File: src/fe_regs_pkg.sv
`default_nettype none

package fe_regs_pkg;

   // settings bus
   localparam int SET_ADDR_W = 8;
   localparam int SET_DATA_W = 32;

   // front-end register blocks
   localparam int SET_TX_FE_BASE = 224;
   localparam int SET_RX_FE_BASE = 232;

   // tx block offsets
   localparam int TX_OFFSET_I = 0;
   localparam int TX_OFFSET_Q = 1;
   localparam int TX_MAG      = 2;
   localparam int TX_PHASE    = 3;
   localparam int TX_MUX      = 4;

   // rx block offsets
   localparam int RX_MAG      = 0;
   localparam int RX_PHASE    = 1;
   localparam int RX_OFFSET_I = 2;
   localparam int RX_OFFSET_Q = 3;
   localparam int RX_IQ_MAP   = 4;
   localparam int RX_HET      = 5;

   localparam int MAP_SWAP_BIT = 0;   // rx iq map register
   localparam int MAP_INVQ_BIT = 1;
   localparam int MUX_SWAP_BIT = 0;   // tx mux register

endpackage

`default_nettype wire

File: src/radio_sample_pkg.sv
`default_nettype none

package radio_sample_pkg;

   localparam int SAMPLE_W = 16;   // one I or Q component

   typedef logic signed [SAMPLE_W-1:0] sample_t;

   // radio bus word, i in the upper half and q in the lower half
   typedef union packed {
      logic [2*SAMPLE_W-1:0] raw;
      struct packed {
         sample_t i;
         sample_t q;
      } iq;
   } iq_word_t;

   // signed add, clamped to the component range
   function automatic sample_t sat_add(input sample_t a, input sample_t b);
      logic signed [SAMPLE_W:0] sum;
      sum = {a[SAMPLE_W-1], a} + {b[SAMPLE_W-1], b};
      if (sum[SAMPLE_W] == sum[SAMPLE_W-1]) begin
         return sum[SAMPLE_W-1:0];   // no overflow
      end
      // sign of the 17 bit sum picks the rail
      return sum[SAMPLE_W] ? {1'b1, {(SAMPLE_W-1){1'b0}}} : {1'b0, {(SAMPLE_W-1){1'b1}}};
   endfunction

endpackage

`default_nettype wire

File: src/fe_settings_regs.sv
`timescale 1ns/1ps
`default_nettype none

module fe_settings_regs (
   input  wire                                radio_clk,
   input  wire                                i_rst,
   input  wire                                i_set_stb,
   input  wire  [fe_regs_pkg::SET_ADDR_W-1:0] i_set_addr,
   input  wire  [fe_regs_pkg::SET_DATA_W-1:0] i_set_data,
   output radio_sample_pkg::sample_t          o_rx_offset_i,
   output radio_sample_pkg::sample_t          o_rx_offset_q,
   output radio_sample_pkg::sample_t          o_tx_offset_i,
   output radio_sample_pkg::sample_t          o_tx_offset_q,
   output logic                               o_rx_swap_iq,
   output logic                               o_rx_invert_q,
   output logic                               o_tx_swap_iq
);

   import fe_regs_pkg::*;
   import radio_sample_pkg::*;

   sample_t set_offset;   // signed low half of the data word

   assign set_offset = sample_t'(i_set_data[SAMPLE_W-1:0]);

   ////////////////////////////////////////////////////////////////////////////
   // register decode
   ////////////////////////////////////////////////////////////////////////////

   always_ff @(posedge radio_clk) begin
      if (i_rst) begin
         o_rx_offset_i <= '0;
         o_rx_offset_q <= '0;
         o_tx_offset_i <= '0;
         o_tx_offset_q <= '0;
         o_rx_swap_iq  <= 1'b0;
         o_rx_invert_q <= 1'b0;
         o_tx_swap_iq  <= 1'b0;   // pass-through after reset
      end else if (i_set_stb) begin
         case (i_set_addr)
            // tx block
            SET_TX_FE_BASE + TX_OFFSET_I : o_tx_offset_i <= set_offset;
            SET_TX_FE_BASE + TX_OFFSET_Q : o_tx_offset_q <= set_offset;
            SET_TX_FE_BASE + TX_MUX      : o_tx_swap_iq  <= i_set_data[MUX_SWAP_BIT];

            // rx block
            SET_RX_FE_BASE + RX_OFFSET_I : o_rx_offset_i <= set_offset;
            SET_RX_FE_BASE + RX_OFFSET_Q : o_rx_offset_q <= set_offset;
            SET_RX_FE_BASE + RX_IQ_MAP   : begin
               o_rx_swap_iq  <= i_set_data[MAP_SWAP_BIT];
               o_rx_invert_q <= i_set_data[MAP_INVQ_BIT];
            end

            // mag/phase correction and het dsp are not built
            SET_TX_FE_BASE + TX_MAG,
            SET_TX_FE_BASE + TX_PHASE,
            SET_RX_FE_BASE + RX_MAG,
            SET_RX_FE_BASE + RX_PHASE,
            SET_RX_FE_BASE + RX_HET      : ;

            default : ;   // not ours
         endcase
      end
   end

endmodule

`default_nettype wire

File: src/radio_frontend_top.sv
`timescale 1ns/1ps
`default_nettype none

module radio_frontend_top (
   input  wire                                radio_clk,
   input  wire                                i_rst,
   input  wire                                i_set_stb,
   input  wire  [fe_regs_pkg::SET_ADDR_W-1:0] i_set_addr,
   input  wire  [fe_regs_pkg::SET_DATA_W-1:0] i_set_data,
   input  wire radio_sample_pkg::iq_word_t    i_rx,
   input  wire radio_sample_pkg::iq_word_t    i_tx,
   input  wire                                i_tx_stb,
   output wire radio_sample_pkg::iq_word_t    o_rx,
   output wire                                o_rx_stb,
   output wire radio_sample_pkg::iq_word_t    o_tx,
   output wire                                o_tx_stb
);

   import radio_sample_pkg::*;

   // control from the register block
   wire sample_t rx_offset_i;
   wire sample_t rx_offset_q;
   wire sample_t tx_offset_i;
   wire sample_t tx_offset_q;
   wire          rx_swap_iq;
   wire          rx_invert_q;
   wire          tx_swap_iq;

   fe_settings_regs i_fe_settings_regs (
      .radio_clk     (radio_clk),
      .i_rst         (i_rst),
      .i_set_stb     (i_set_stb),
      .i_set_addr    (i_set_addr),
      .i_set_data    (i_set_data),
      .o_rx_offset_i (rx_offset_i),
      .o_rx_offset_q (rx_offset_q),
      .o_tx_offset_i (tx_offset_i),
      .o_tx_offset_q (tx_offset_q),
      .o_rx_swap_iq  (rx_swap_iq),
      .o_rx_invert_q (rx_invert_q),
      .o_tx_swap_iq  (tx_swap_iq)
   );

   rx_frontend i_rx_frontend (
      .radio_clk  (radio_clk),
      .i_rst      (i_rst),
      .i_adc      (i_rx),
      .i_offset_i (rx_offset_i),
      .i_offset_q (rx_offset_q),
      .i_swap_iq  (rx_swap_iq),
      .i_invert_q (rx_invert_q),
      .o_rx       (o_rx),
      .o_rx_stb   (o_rx_stb)
   );

   tx_frontend i_tx_frontend (
      .radio_clk  (radio_clk),
      .i_rst      (i_rst),
      .i_tx       (i_tx),
      .i_tx_stb   (i_tx_stb),
      .i_offset_i (tx_offset_i),
      .i_offset_q (tx_offset_q),
      .i_swap_iq  (tx_swap_iq),
      .o_dac      (o_tx),
      .o_dac_stb  (o_tx_stb)
   );

endmodule

`default_nettype wire

File: src/rx_frontend.sv
`timescale 1ns/1ps
`default_nettype none

module rx_frontend (
   input  wire                                 radio_clk,
   input  wire                                 i_rst,
   input  wire radio_sample_pkg::iq_word_t     i_adc,
   input  wire radio_sample_pkg::sample_t      i_offset_i,
   input  wire radio_sample_pkg::sample_t      i_offset_q,
   input  wire                                 i_swap_iq,
   input  wire                                 i_invert_q,
   output radio_sample_pkg::iq_word_t          o_rx,
   output logic                                o_rx_stb
);

   import radio_sample_pkg::*;

   iq_word_t   adc_r;       // capture stage
   iq_word_t   ofs_r;       // dc offset stage
   logic [2:0] vld_sr;      // one bit per stage
   sample_t    map_i;
   sample_t    map_q;
   sample_t    map_q_neg;

   ////////////////////////////////////////////////////////////////////////////
   // capture and dc offset
   ////////////////////////////////////////////////////////////////////////////

   // adc runs every cycle, no strobe needed
   always_ff @(posedge radio_clk) begin
      adc_r.raw  <= i_adc.raw;
      ofs_r.iq.i <= sat_add(adc_r.iq.i, i_offset_i);
      ofs_r.iq.q <= sat_add(adc_r.iq.q, i_offset_q);
   end

   ////////////////////////////////////////////////////////////////////////////
   // iq mapping, output register
   ////////////////////////////////////////////////////////////////////////////

   always_comb begin
      map_i = i_swap_iq ? ofs_r.iq.q : ofs_r.iq.i;
      map_q = i_swap_iq ? ofs_r.iq.i : ofs_r.iq.q;
      // ~q + 1 with clamp, so -32768 turns into 32767
      map_q_neg = sat_add(~map_q, sample_t'(1));
   end

   always_ff @(posedge radio_clk) begin
      if (i_rst) begin
         o_rx.raw <= '0;
         vld_sr   <= '0;
      end else begin
         o_rx.iq.i <= map_i;
         o_rx.iq.q <= i_invert_q ? map_q_neg : map_q;
         vld_sr    <= {vld_sr[1:0], 1'b1};   // fills 3 cycles after reset
      end
   end

   assign o_rx_stb = vld_sr[2];

endmodule

`default_nettype wire

File: src/tx_frontend.sv
`timescale 1ns/1ps
`default_nettype none

module tx_frontend (
   input  wire                                 radio_clk,
   input  wire                                 i_rst,
   input  wire radio_sample_pkg::iq_word_t     i_tx,
   input  wire                                 i_tx_stb,
   input  wire radio_sample_pkg::sample_t      i_offset_i,
   input  wire radio_sample_pkg::sample_t      i_offset_q,
   input  wire                                 i_swap_iq,
   output radio_sample_pkg::iq_word_t          o_dac,
   output logic                                o_dac_stb
);

   import radio_sample_pkg::*;

   iq_word_t tx_r;       // captured sample
   logic     tx_stb_r;
   sample_t  ofs_i;
   sample_t  ofs_q;

   ////////////////////////////////////////////////////////////////////////////
   // capture
   ////////////////////////////////////////////////////////////////////////////

   always_ff @(posedge radio_clk) begin
      if (i_tx_stb) begin
         tx_r.raw <= i_tx.raw;
      end
   end

   // offsets computed from the captured word
   always_comb begin
      ofs_i = sat_add(tx_r.iq.i, i_offset_i);
      ofs_q = sat_add(tx_r.iq.q, i_offset_q);
   end

   ////////////////////////////////////////////////////////////////////////////
   // offset, mux and dac register
   ////////////////////////////////////////////////////////////////////////////

   always_ff @(posedge radio_clk) begin
      if (i_rst) begin
         tx_stb_r  <= 1'b0;
         o_dac_stb <= 1'b0;
         o_dac.raw <= '0;
      end else begin
         tx_stb_r  <= i_tx_stb;
         o_dac_stb <= tx_stb_r;   // strobe follows the data
         if (tx_stb_r) begin      // dac holds between strobes
            o_dac.iq.i <= i_swap_iq ? ofs_q : ofs_i;
            o_dac.iq.q <= i_swap_iq ? ofs_i : ofs_q;
         end
      end
   end

endmodule

`default_nettype wire
File: config.mk
export PLATFORM = sky130hd
export DESIGN_NAME = radio_frontend_top
export DESIGN_NICKNAME = d
export VERILOG_FILES = /design/src/fe_regs_pkg.sv /design/src/radio_sample_pkg.sv /design/src/fe_settings_regs.sv /design/src/radio_frontend_top.sv /design/src/rx_frontend.sv /design/src/tx_frontend.sv
export SDC_FILE = /design/constraint.sdc
export NUM_CORES = 1
export LEC_CHECK = 0
export ABC_CLOCK_PERIOD_IN_PS = 3430
export CORE_MARGIN = 2
export CORE_UTILIZATION = 45
export DETAILED_ROUTE_END_ITERATION = 8
export DONT_BUFFER_PORTS = 1
export GPL_ROUTABILITY_DRIVEN = 0
export GPL_TIMING_DRIVEN = 0
export PLACE_DENSITY = 0.71
export SYNTH_ARGS = -nofsm -noshare
export SYNTH_HDL_FRONTEND = slang
export SYNTH_SLANG_ARGS = --single-unit
File: constraint.sdc
create_clock -name radio_clk -period 3.43 [get_ports radio_clk]
set_clock_uncertainty 0.15 [all_clocks]
set_input_delay 0.1715 -clock radio_clk [delete_from_list [all_inputs] [get_ports radio_clk]]
set_output_delay 0.1715 -clock radio_clk [all_outputs]
set_load 0.005 [all_outputs]
==> results of run 1 <==
## area by class of cell
cell class,count,area (um2)
diodes,1,2.50
plain buffers,48,235
clock buffers,28,647
clock inverters,17,203
fillers,2203,11400
inverters,38,143
multi-input cells,858,6190
flip-flops and latches,232,4960
well taps,330,413
repair buffers,93,941
## critical path: stages (launching register included)
cell and delay [ns]:
dfxtp_1 0.34, ha_1 0.20, inv_1 0.06, fa_1 0.40
nor2b_1 0.19, o2111ai_2 0.15, a31oi_1 0.23, o221a_2 0.30
o221ai_1 0.14, a31oi_1 0.31, nand2_1 0.23, clkbuf_1 0.25
o21ai_0 0.13
## cell families (layout without fill, tap and decap cells)
logic type / Yosys count / in the layout / synth area share [%]
buffers and inverters: 86 / 224 / 3.28
adder cells (fa/ha/maj): 78 / 78 / 8.57
AND/OR/NAND/NOR: 333 / 333 / 14.0
multiplexers: 107 / 107 / 9.89
XOR/XNOR: 44 / 44 / 3.41
other: 0 / 1 / 0
flip-flops: 232 / 232 / 43.1
AO/OA/AOI/OAI: 296 / 296 / 17.7
## metal layers
layer  GRT usage (%)  part of all wire [%]  up-vias
li1                -                     -     4532
met1            31.8                    47     4301
met2            35.6                    44      338
met3            3.66                   5.9       67
met4            7.22                   3.1        0
met5               0                     0        -
## power by group
group	switching (mW)	internal, mW
Sequential	0.0852	2.89
Combinational	0.322	0.245
Clock	1.11	1.67
Total	1.52	4.80
## per-stage QoR
step / util, % / setup WS (ns) / total power, mW
finish: 54.5 / 0.279 / 6.32
global route: 54.5 / 0.0306 / 6.55
CTS: 54.5 / 0.273 / 6.37
detailed placement: 47.4 / 0.265 / 3.49
global placement: 47.4 / 0.320 / 3.48
floorplan: - / 0.711 / 3.35
## cell usage in the layout (no fill, tap or decap), types with 25 or more instances in the layout
master	instances
dfxtp_1	200
dlygate4sd3_1	92
o21ai_0	53
nor3_1	33
a21oi_1	80
inv_1	36
nand2_1	40
ha_1	65
a211oi_1	27
mux2i_1	97
clkbuf_16	25
nor2_1	156
edfxtp_1	32
clkbuf_1	29
## how the worst max path moves through the flow
stage / start / to / slack, ns / cells past startpoint
final: i_rx_frontend.adc_r[16] / i_rx_frontend.ofs_r[18] / 0.28 / 12
after global routing: i_fe_settings_regs.o_tx_offset_q[0] / i_tx_frontend.o_dac[4] / 0.03 / 11
after CTS: i_fe_settings_regs.o_tx_offset_q[0] / i_tx_frontend.o_dac[20] / 0.27 / 11
after detailed placement: i_fe_settings_regs.o_tx_offset_q[0] / i_tx_frontend.o_dac[17] / 0.27 / 11
after global placement: i_fe_settings_regs.o_tx_offset_q[0] / i_tx_frontend.o_dac[20] / 0.32 / 11
after floorplan: i_fe_settings_regs.o_rx_swap_iq / i_rx_frontend.o_rx[8] / 0.71 / 12
## sequential cells by signal, indices dropped and copies added, names as in the netlist, 3 cells and up
name,count
i_rx_frontend.adc_r,32
i_rx_frontend.o_rx,32
i_rx_frontend.ofs_r,32
i_tx_frontend.o_dac,32
i_tx_frontend.tx_r,32
i_fe_settings_regs.o_rx_offset_i,16
i_fe_settings_regs.o_rx_offset_q,16
i_fe_settings_regs.o_tx_offset_i,16
i_fe_settings_regs.o_tx_offset_q,16
i_rx_frontend.vld_sr,3
## timing repair
item / CTS / global route
hold endpoints to repair: 177 / 0
buffers inserted: 0 / 0
hold buffers: 93 / 0
resized for setup: 0 / 0
==> reports/qor.txt, run 1 <==
FF-to-FF setup slack: 0.28 ns
Leak: 5.27 nW
Final Critical Period: 3.15 ns
synth warn: 0
layout cells sized above 1: 8.75%
Commonest cells post-synth: dfxtp_1, nor2_1, mux2i_1
WP data required: 3.71 ns
largest net degree at the start of global routing: 34
syn avg cell area: 9.80 um2
Max VDD drop: 0.347 mV
Iteration-0 DRC Markers: 722
Max FO, Critical Path: 10
Mapped Cells: 1176
Die Area: 26900 um2
Worst Tran Pin Value: 1.03 ns
via count: 9238
post-DP HPWL: 22900 um
GR Util All Layers: 22.6%
synthesized area: 11500 um2
status: finished, final reports clean
Nets: 1473
RSZ-0062 raised after global routing: false
Hold Crit Start: i_rx[30]
# IOs: 174
H-tree Lvls: 1
Initial Utilization: 45.8%
# DRC: 0
predominant post-synthesis flop cell: dfxtp_1
Crit. End Element: register
critical path arrival: 3.43 ns
Hold EP: i_rx_frontend.adc_r[30]
fmax: 317 MHz
Synth Net Count: 1353
total gr overflow: 0
placed cell area: 11900 um2
WL final: 30600 um
top cells by area, synth: dfxtp_1, mux2i_1, edfxtp_1
Routed Antenna Nets: 0
ys async rst share: 0%
critical path startpoint category: register
fin. max-slew vios: 0
post-route cell area: 13700 um2
post-synthesis sequential area ratio: 43.1%
Worst R2R Path Depth: 12
die span in y: 164 um
Relative slew margins: 31.0%
vias per cell: 5.62
initial antenna violation count: 1
CTS tree: done
core area: 25200 um2
hold depth: 1
Rows: 58
Port-buffer cells: 0
vias in the first global route: 8904
biggest area consumer among synthesized cells: dfxtp_1
cell with the most instances after synthesis: dfxtp_1
first-pass GRT wire length: 48100 um
Post-synth EDFFs: 32
Hold Slack: 0.0444 ns
Syn-to-layout area delta: 19.1%
post-synth cell types: 86
Sinks on Clock Net: 232
max_cap viols: 0
endpoints failing setup: 0
Setup TNS: 0 ns
final std cells w/o fill: 1645
total iterations of the first detailed-routing run: 7
worst skew pair latency: 0.52 ns
HP Class: in -> reg
CTS clk-pin slew, worst paths: 0.06 ns
Crit Path Class: reg -> reg
CTS buffer count: 25
share of the synthesized area in the top cell type: 34.7%
flops & latches, synth: 232
period utilization: 91.9%
CTS root buffer: clkbuf_16
routed wire length per instance: 18.6 um
Die W: 164 um
final hold vios: 0
dpl cells: 1506
worst reg2reg path endpoint: i_rx_frontend.ofs_r[18]
source of the worst register-to-register timing path: i_rx_frontend.adc_r[16]
Clock Tree Buf Depth: 3
Power Density: 460 nW/um2
Power figures use the tool's default switching activity.
==> run 2, diff against run 1 <==
RECOVER_POWER = 100   (was not set)
==> reports/qor.txt, run 2 (synthesis gave the netlist of run 1 again) <==
critical path startpoint category: register
Syn-to-layout area delta: 18.3%
core area: 25200 um2 (unchanged)
die span in y: 164 um (unchanged)
Worst Tran Pin Value: 1.95 ns (+0.922 ns)
Flop pwr share: 47.1% (about the same)
post-CTS setup buffer count: 0 (unchanged)
grt met2 use: 35.6% (unchanged)
Switch Pwr: 1.53 mW (+0.44%)
total gr overflow: 0 (unchanged)
HP Class: in -> reg
Top Usage Layer GRT: met2
grt met1 use: 31.8% (unchanged)
P_int: 4.80 mW (about the same)
WL final: 30600 um (about the same)
CTS Hold Bufs: 93 (unchanged)
final std cells w/o fill: 1645 (unchanged)
Port-buffer cells: 0 (unchanged)
# IOs: 174 (unchanged)
Iteration-0 DRC Markers: 649 (-10%)
failing checks: capacitance limit, slew limit
dpl cells: 1506 (unchanged)
Comb pwr share: 8.8% (-0.2 points)
Sinks on Clock Net: 232 (unchanged)
Max FO, Critical Path: 10 (unchanged)
status: finished, violations left
post_cts resized: 0 (unchanged)
Relative slew margins: -30.3% (-61 points)
total area of sequential cells: 4960 um2 (unchanged)
Clock Tree Buf Depth: 3 (unchanged)
Nets: 1473 (unchanged)
Power Density: 464 nW/um2 (+0.76%)
Sw Ratio: 24.1% (+0.094 points)
most common cell after layout, fill and taps aside: dfxtp_1
CTS root buffer: clkbuf_16
fin. max-slew vios: 34 (+34)
GR Util All Layers: 22.6% (unchanged)
crit path launch: i_fe_settings_regs.o_rx_swap_iq
WP data required: 3.70 ns (about the same)
Core Util, Final: 54.2% (-0.39 points)
FF-to-FF setup slack: 0.24 ns (-0.04 ns)
routed wire length per instance: 18.6 um (about the same)
# DRC: 0 (unchanged)
vias per cell: 5.62 (about the same)
H-tree Lvls: 1 (unchanged)
total iterations of the first detailed-routing run: 8 (+1)
Initial Utilization: 45.8% (unchanged)
Rows: 58 (unchanged)
worst reg2reg path endpoint: i_rx_frontend.o_rx[6]
Crit Path Class: reg -> reg
Worst R2R Path Depth: 12 (unchanged)
CTS buffer count: 25 (unchanged)
period utilization: 93.1% (+1.2 points)
power after layout: 6.33 mW (about the same)
grt met3 use: 3.66% (unchanged)
initial antenna violation count: 1 (unchanged)
final hold vios: 0 (unchanged)
via count: 9244 (+0.065%)
Leak: 5.23 nW (-0.76%)
vias in the first global route: 8904 (unchanged)
fmax: 313 MHz (-1.3%)
footprint of the multi-input gates: 6120 um2 (-1.1%)
Routed Antenna Nets: 0 (unchanged)
critical path arrival: 3.46 ns (+0.03 ns)
post-DP HPWL: 22900 um (unchanged)
layout cells sized above 1: 7.15% (-1.6 points)
fill count: 2229 (+1.2%)
Max VDD drop: 0.348 mV (+0.29%)
Die W: 164 um (unchanged)
CTS clk-pin slew, worst paths: 0.06 ns (about the same)
Die Area: 26900 um2 (unchanged)
Crit. End Element: register
most frequent cells in the layout: dfxtp_1, nor2_1, mux2i_1, dlygate4sd3_1, a21oi_1
max_cap viols: 1 (+1)
first-pass GRT wire length: 48100 um (unchanged)
source of the worst register-to-register timing path: i_fe_settings_regs.o_rx_swap_iq
Setup TNS: 0 ns (unchanged)
endpoints failing setup: 0 (unchanged)
CTS tree: done
worst skew pair latency: 0.52 ns (about the same)
CP endpoint: i_rx_frontend.o_rx[6]
RSZ-0062 raised after global routing: false
largest net degree at the start of global routing: 34 (unchanged)
clock share of power: 44.1% (+0.2 points)
Final Critical Period: 3.19 ns (+0.0421 ns)
-- run 2: cell types whose count changed in the layout (fill, tap and decap cells not counted), moves of 3 or more --
cell      change
nor4_2        -3
nor4_1        +3
maj3_2        -3
clkbuf_1     +10
maj3_1        +3
buf_2         -8
-- run 2: worst min path at each step --
stage / start / endpoint / slack [ns] / depth (start not counted)
after detailed placement: i_rx[10] / i_rx_frontend.adc_r[10] / 0.05 / 0
after floorplan: i_rx[0] / i_rx_frontend.adc_r[0] / 0.05 / 0
after global placement: i_rx[23] / i_rx_frontend.adc_r[23] / 0.05 / 0
final: i_rx[30] / i_rx_frontend.adc_r[30] / 0.04 / 1
after CTS: i_rx[13] / i_rx_frontend.adc_r[13] / 0.02 / 1
after global routing: i_rx[14] / i_rx_frontend.adc_r[14] / 0.03 / 1
-- run 2: cell type report --
cell class              count  area share (%)
plain buffers              48            1.64
diodes                      1          0.0184
repair buffers             93            6.78
inverters                  38            1.05
well taps                 330            3.03
clock buffers              28            4.74
multi-input cells         858            44.8
clock inverters            17            1.49
flip-flops and latches    232            36.4
-- run 2: power by group through the flow --
| stage | clock network, mW | registers [mW] | logic, mW |
|---|---|---|---|
| after floorplan | 0 | 3.01 | 0.345 |
| after global placement | 0 | 3.04 | 0.441 |
| after detailed placement | 0 | 3.04 | 0.449 |
| after CTS | 2.83 | 2.98 | 0.561 |
| after global routing | 2.94 | 2.99 | 0.615 |
| final | 2.79 | 2.98 | 0.559 |
-- run 2: per-layer routing --
metal	wire, um	vias up
met5	0	-
met4	1020	0
met3	1930	69
met2	13500	343
met1	14200	4305
li1	-	4527
-- run 2: worst max-delay path, cell delays in order (launching register included) --
cell	delay (ns)
dfxtp_1	0.33
buf_6	0.14
buf_6	0.19
buf_6	0.18
mux2i_1	0.25
ha_1	0.24
o211ai_1	0.20
or3_1	0.41
clkbuf_1	0.18
o21a_1	0.28
nand2_1	0.14
o21ai_1	0.10
a221oi_2	0.29
-- run 2: through the flow --
step                      cell area [um2]  hold slack [ns]  setup slack [ns]
after detailed placement            11900           0.0492             0.265
after global routing                13600           0.0261            0.0168
final                               13600           0.0444             0.237
after floorplan                     11500           0.0492             0.711
after CTS                           13700           0.0240             0.273
after global placement              11900           0.0493             0.320
==> run 3, diff against run 2 <==
CTS_BUF_LIST = sky130_fd_sc_hd__clkbuf_4 sky130_fd_sc_hd__clkbuf_8   (was not set)
==> reports/qor.txt, run 3 (synthesis gave the netlist of run 1 again) <==
WP data required: 3.72 ns (+0.02 ns)
final hold vios: 0 (unchanged)
RSZ-0062 raised after global routing: false
Worst Tran Pin Value: 1.96 ns (+0.00151 ns)
CTS Hold Bufs: 90 (-3.2%)
Crit Path Class: reg -> reg
routed wire length per instance: 18.3 um (-1.6%)
status: finished, violations left
most common cell after layout, fill and taps aside: dfxtp_1
fin. max-slew vios: 42 (+24%)
Routed Antenna Nets: 0 (unchanged)
most frequent cells in the layout: dfxtp_1, nor2_1, mux2i_1, dlygate4sd3_1, a21oi_1
CTS buffer count: 40 (+60%)
Setup TNS: 0 ns (unchanged)
initial antenna violation count: 2 (+1)
CTS root buffer: clkbuf_8
H-tree Lvls: 2 (+1)
Sinks on Clock Net: 232 (unchanged)
Nets: 1485 (+0.81%)
largest net degree at the start of global routing: 34 (unchanged)
Leak: 5.27 nW (+0.83%)
via count: 9285 (+0.44%)
HP Class: in -> reg
Rows: 58 (unchanged)
Clock Tree Buf Depth: 3 (unchanged)
Max VDD drop: 0.383 mV (+10%)
post_cts resized: 0 (unchanged)
endpoints failing setup: 0 (unchanged)
period utilization: 93.7% (+0.59 points)
max_cap viols: 2 (+1)
Crit. End Element: register
Hold Slack: 0.0190 ns (-0.0255 ns)
CTS tree: done
critical path arrival: 3.51 ns (+0.05 ns)
Relative slew margins: -30.4% (-0.10 points)
post-DP HPWL: 22900 um (unchanged)
# DRC: 0 (unchanged)
failing checks: capacitance limit, slew limit
Initial Utilization: 45.8% (unchanged)
Iteration-0 DRC Markers: 721 (+11%)
Die Area: 26900 um2 (unchanged)
core area: 25200 um2 (unchanged)
Port-buffer cells: 0 (unchanged)
CTS clk-pin slew, worst paths: 0.06 ns (about the same)
vias in the first global route: 8924 (+0.22%)
# IOs: 174 (unchanged)
first-pass GRT wire length: 48100 um (about the same)
Final Critical Period: 3.21 ns (+0.0202 ns)
total gr overflow: 0 (unchanged)
WL final: 30600 um (about the same)
total iterations of the first detailed-routing run: 7 (-1)
layout cells sized above 1: 9.11% (+2.0 points)
GR Util All Layers: 22.7% (+0.089 points)
worst skew pair latency: 0.55 ns (+0.03 ns)
placed cell area: 11900 um2 (unchanged)
Die W: 164 um (unchanged)
post-CTS setup buffer count: 0 (unchanged)
vias per cell: 5.56 (-1.1%)
critical path startpoint category: register
fmax: 311 MHz (-0.63%)
Syn-to-layout area delta: 18.4%
post-route cell area: 13700 um2 (+0.11%)
Max FO, Critical Path: 5 (-5)
Power Density: 462 nW/um2 (-0.44%)
die span in y: 164 um (unchanged)
[run 3: changes by cell type in the layout (fill, tap and decap cells not counted), sizes merged]
cell	change
bufinv	-2
clkbuf	+34
clkinv	-3
clkinvlp	-2
diode	+1
dlygate4sd3	-3
inv	+1
[run 3: cell type report]
class                   instances  area, um2
plain buffers                  48        221
clock inverters                11        119
multi-input cells             858       6110
flip-flops and latches        232       4960
well taps                     330        413
diodes                          2       5.00
clock buffers                  62        785
fillers                      2273      11500
inverters                      38        143
repair buffers                 90        895
[run 3: worst max-delay path: stages, from the launching register on]
cell	delay, ns
dfxtp_1	0.36
ha_1	0.21
inv_1	0.06
fa_1	0.39
nand2b_1	0.18
a21o_1	0.19
a32oi_2	0.31
a31oi_1	0.21
maj3_1	0.35
mux2i_1	0.37
o22ai_1	0.14
nor3_1	0.20
[run 3: final timing paths]
path	from	end	slack [ns]	depth (start not counted)
min reg2reg	i_rx_frontend.vld_sr[0]	i_rx_frontend.vld_sr[1]	0.28	1
max reg2reg	i_fe_settings_regs.o_tx_offset_q[0]	i_tx_frontend.o_dac[17]	0.22	11
min	i_rx[2]	i_rx_frontend.adc_r[2]	0.02	1
max	i_fe_settings_regs.o_tx_offset_q[0]	i_tx_frontend.o_dac[17]	0.22	11
[run 3: where the power goes]
group          internal [mW]  switching [mW]  total [mW]
sequential              2.90          0.0851        2.98
combinational          0.240           0.319       0.559
clock                   1.62            1.14        2.77
total                   4.76            1.55        6.30
[run 3: metrics by stage]
step	utilization (%)	instances	total power [mW]	setup slack, ns
6_report	54.2	1671	6.30	0.217
5_1_grt	54.2	1671	6.55	0.0156
4_1_cts	54.6	1669	6.37	0.259
3_5_place_dp	47.4	1506	3.49	0.265
3_3_place_gp	47.4	1506	3.48	0.320
2_1_floorplan	-	1176	3.35	0.711
[run 3: layer usage]
layer  vias up  track usage [%]  share of wire, %
li1       4555                -                 -
met1      4343             31.8                47
met2       324             35.2                44
met3        63             4.34               6.0
met4         0             7.62               2.8
met5         -                0                 0
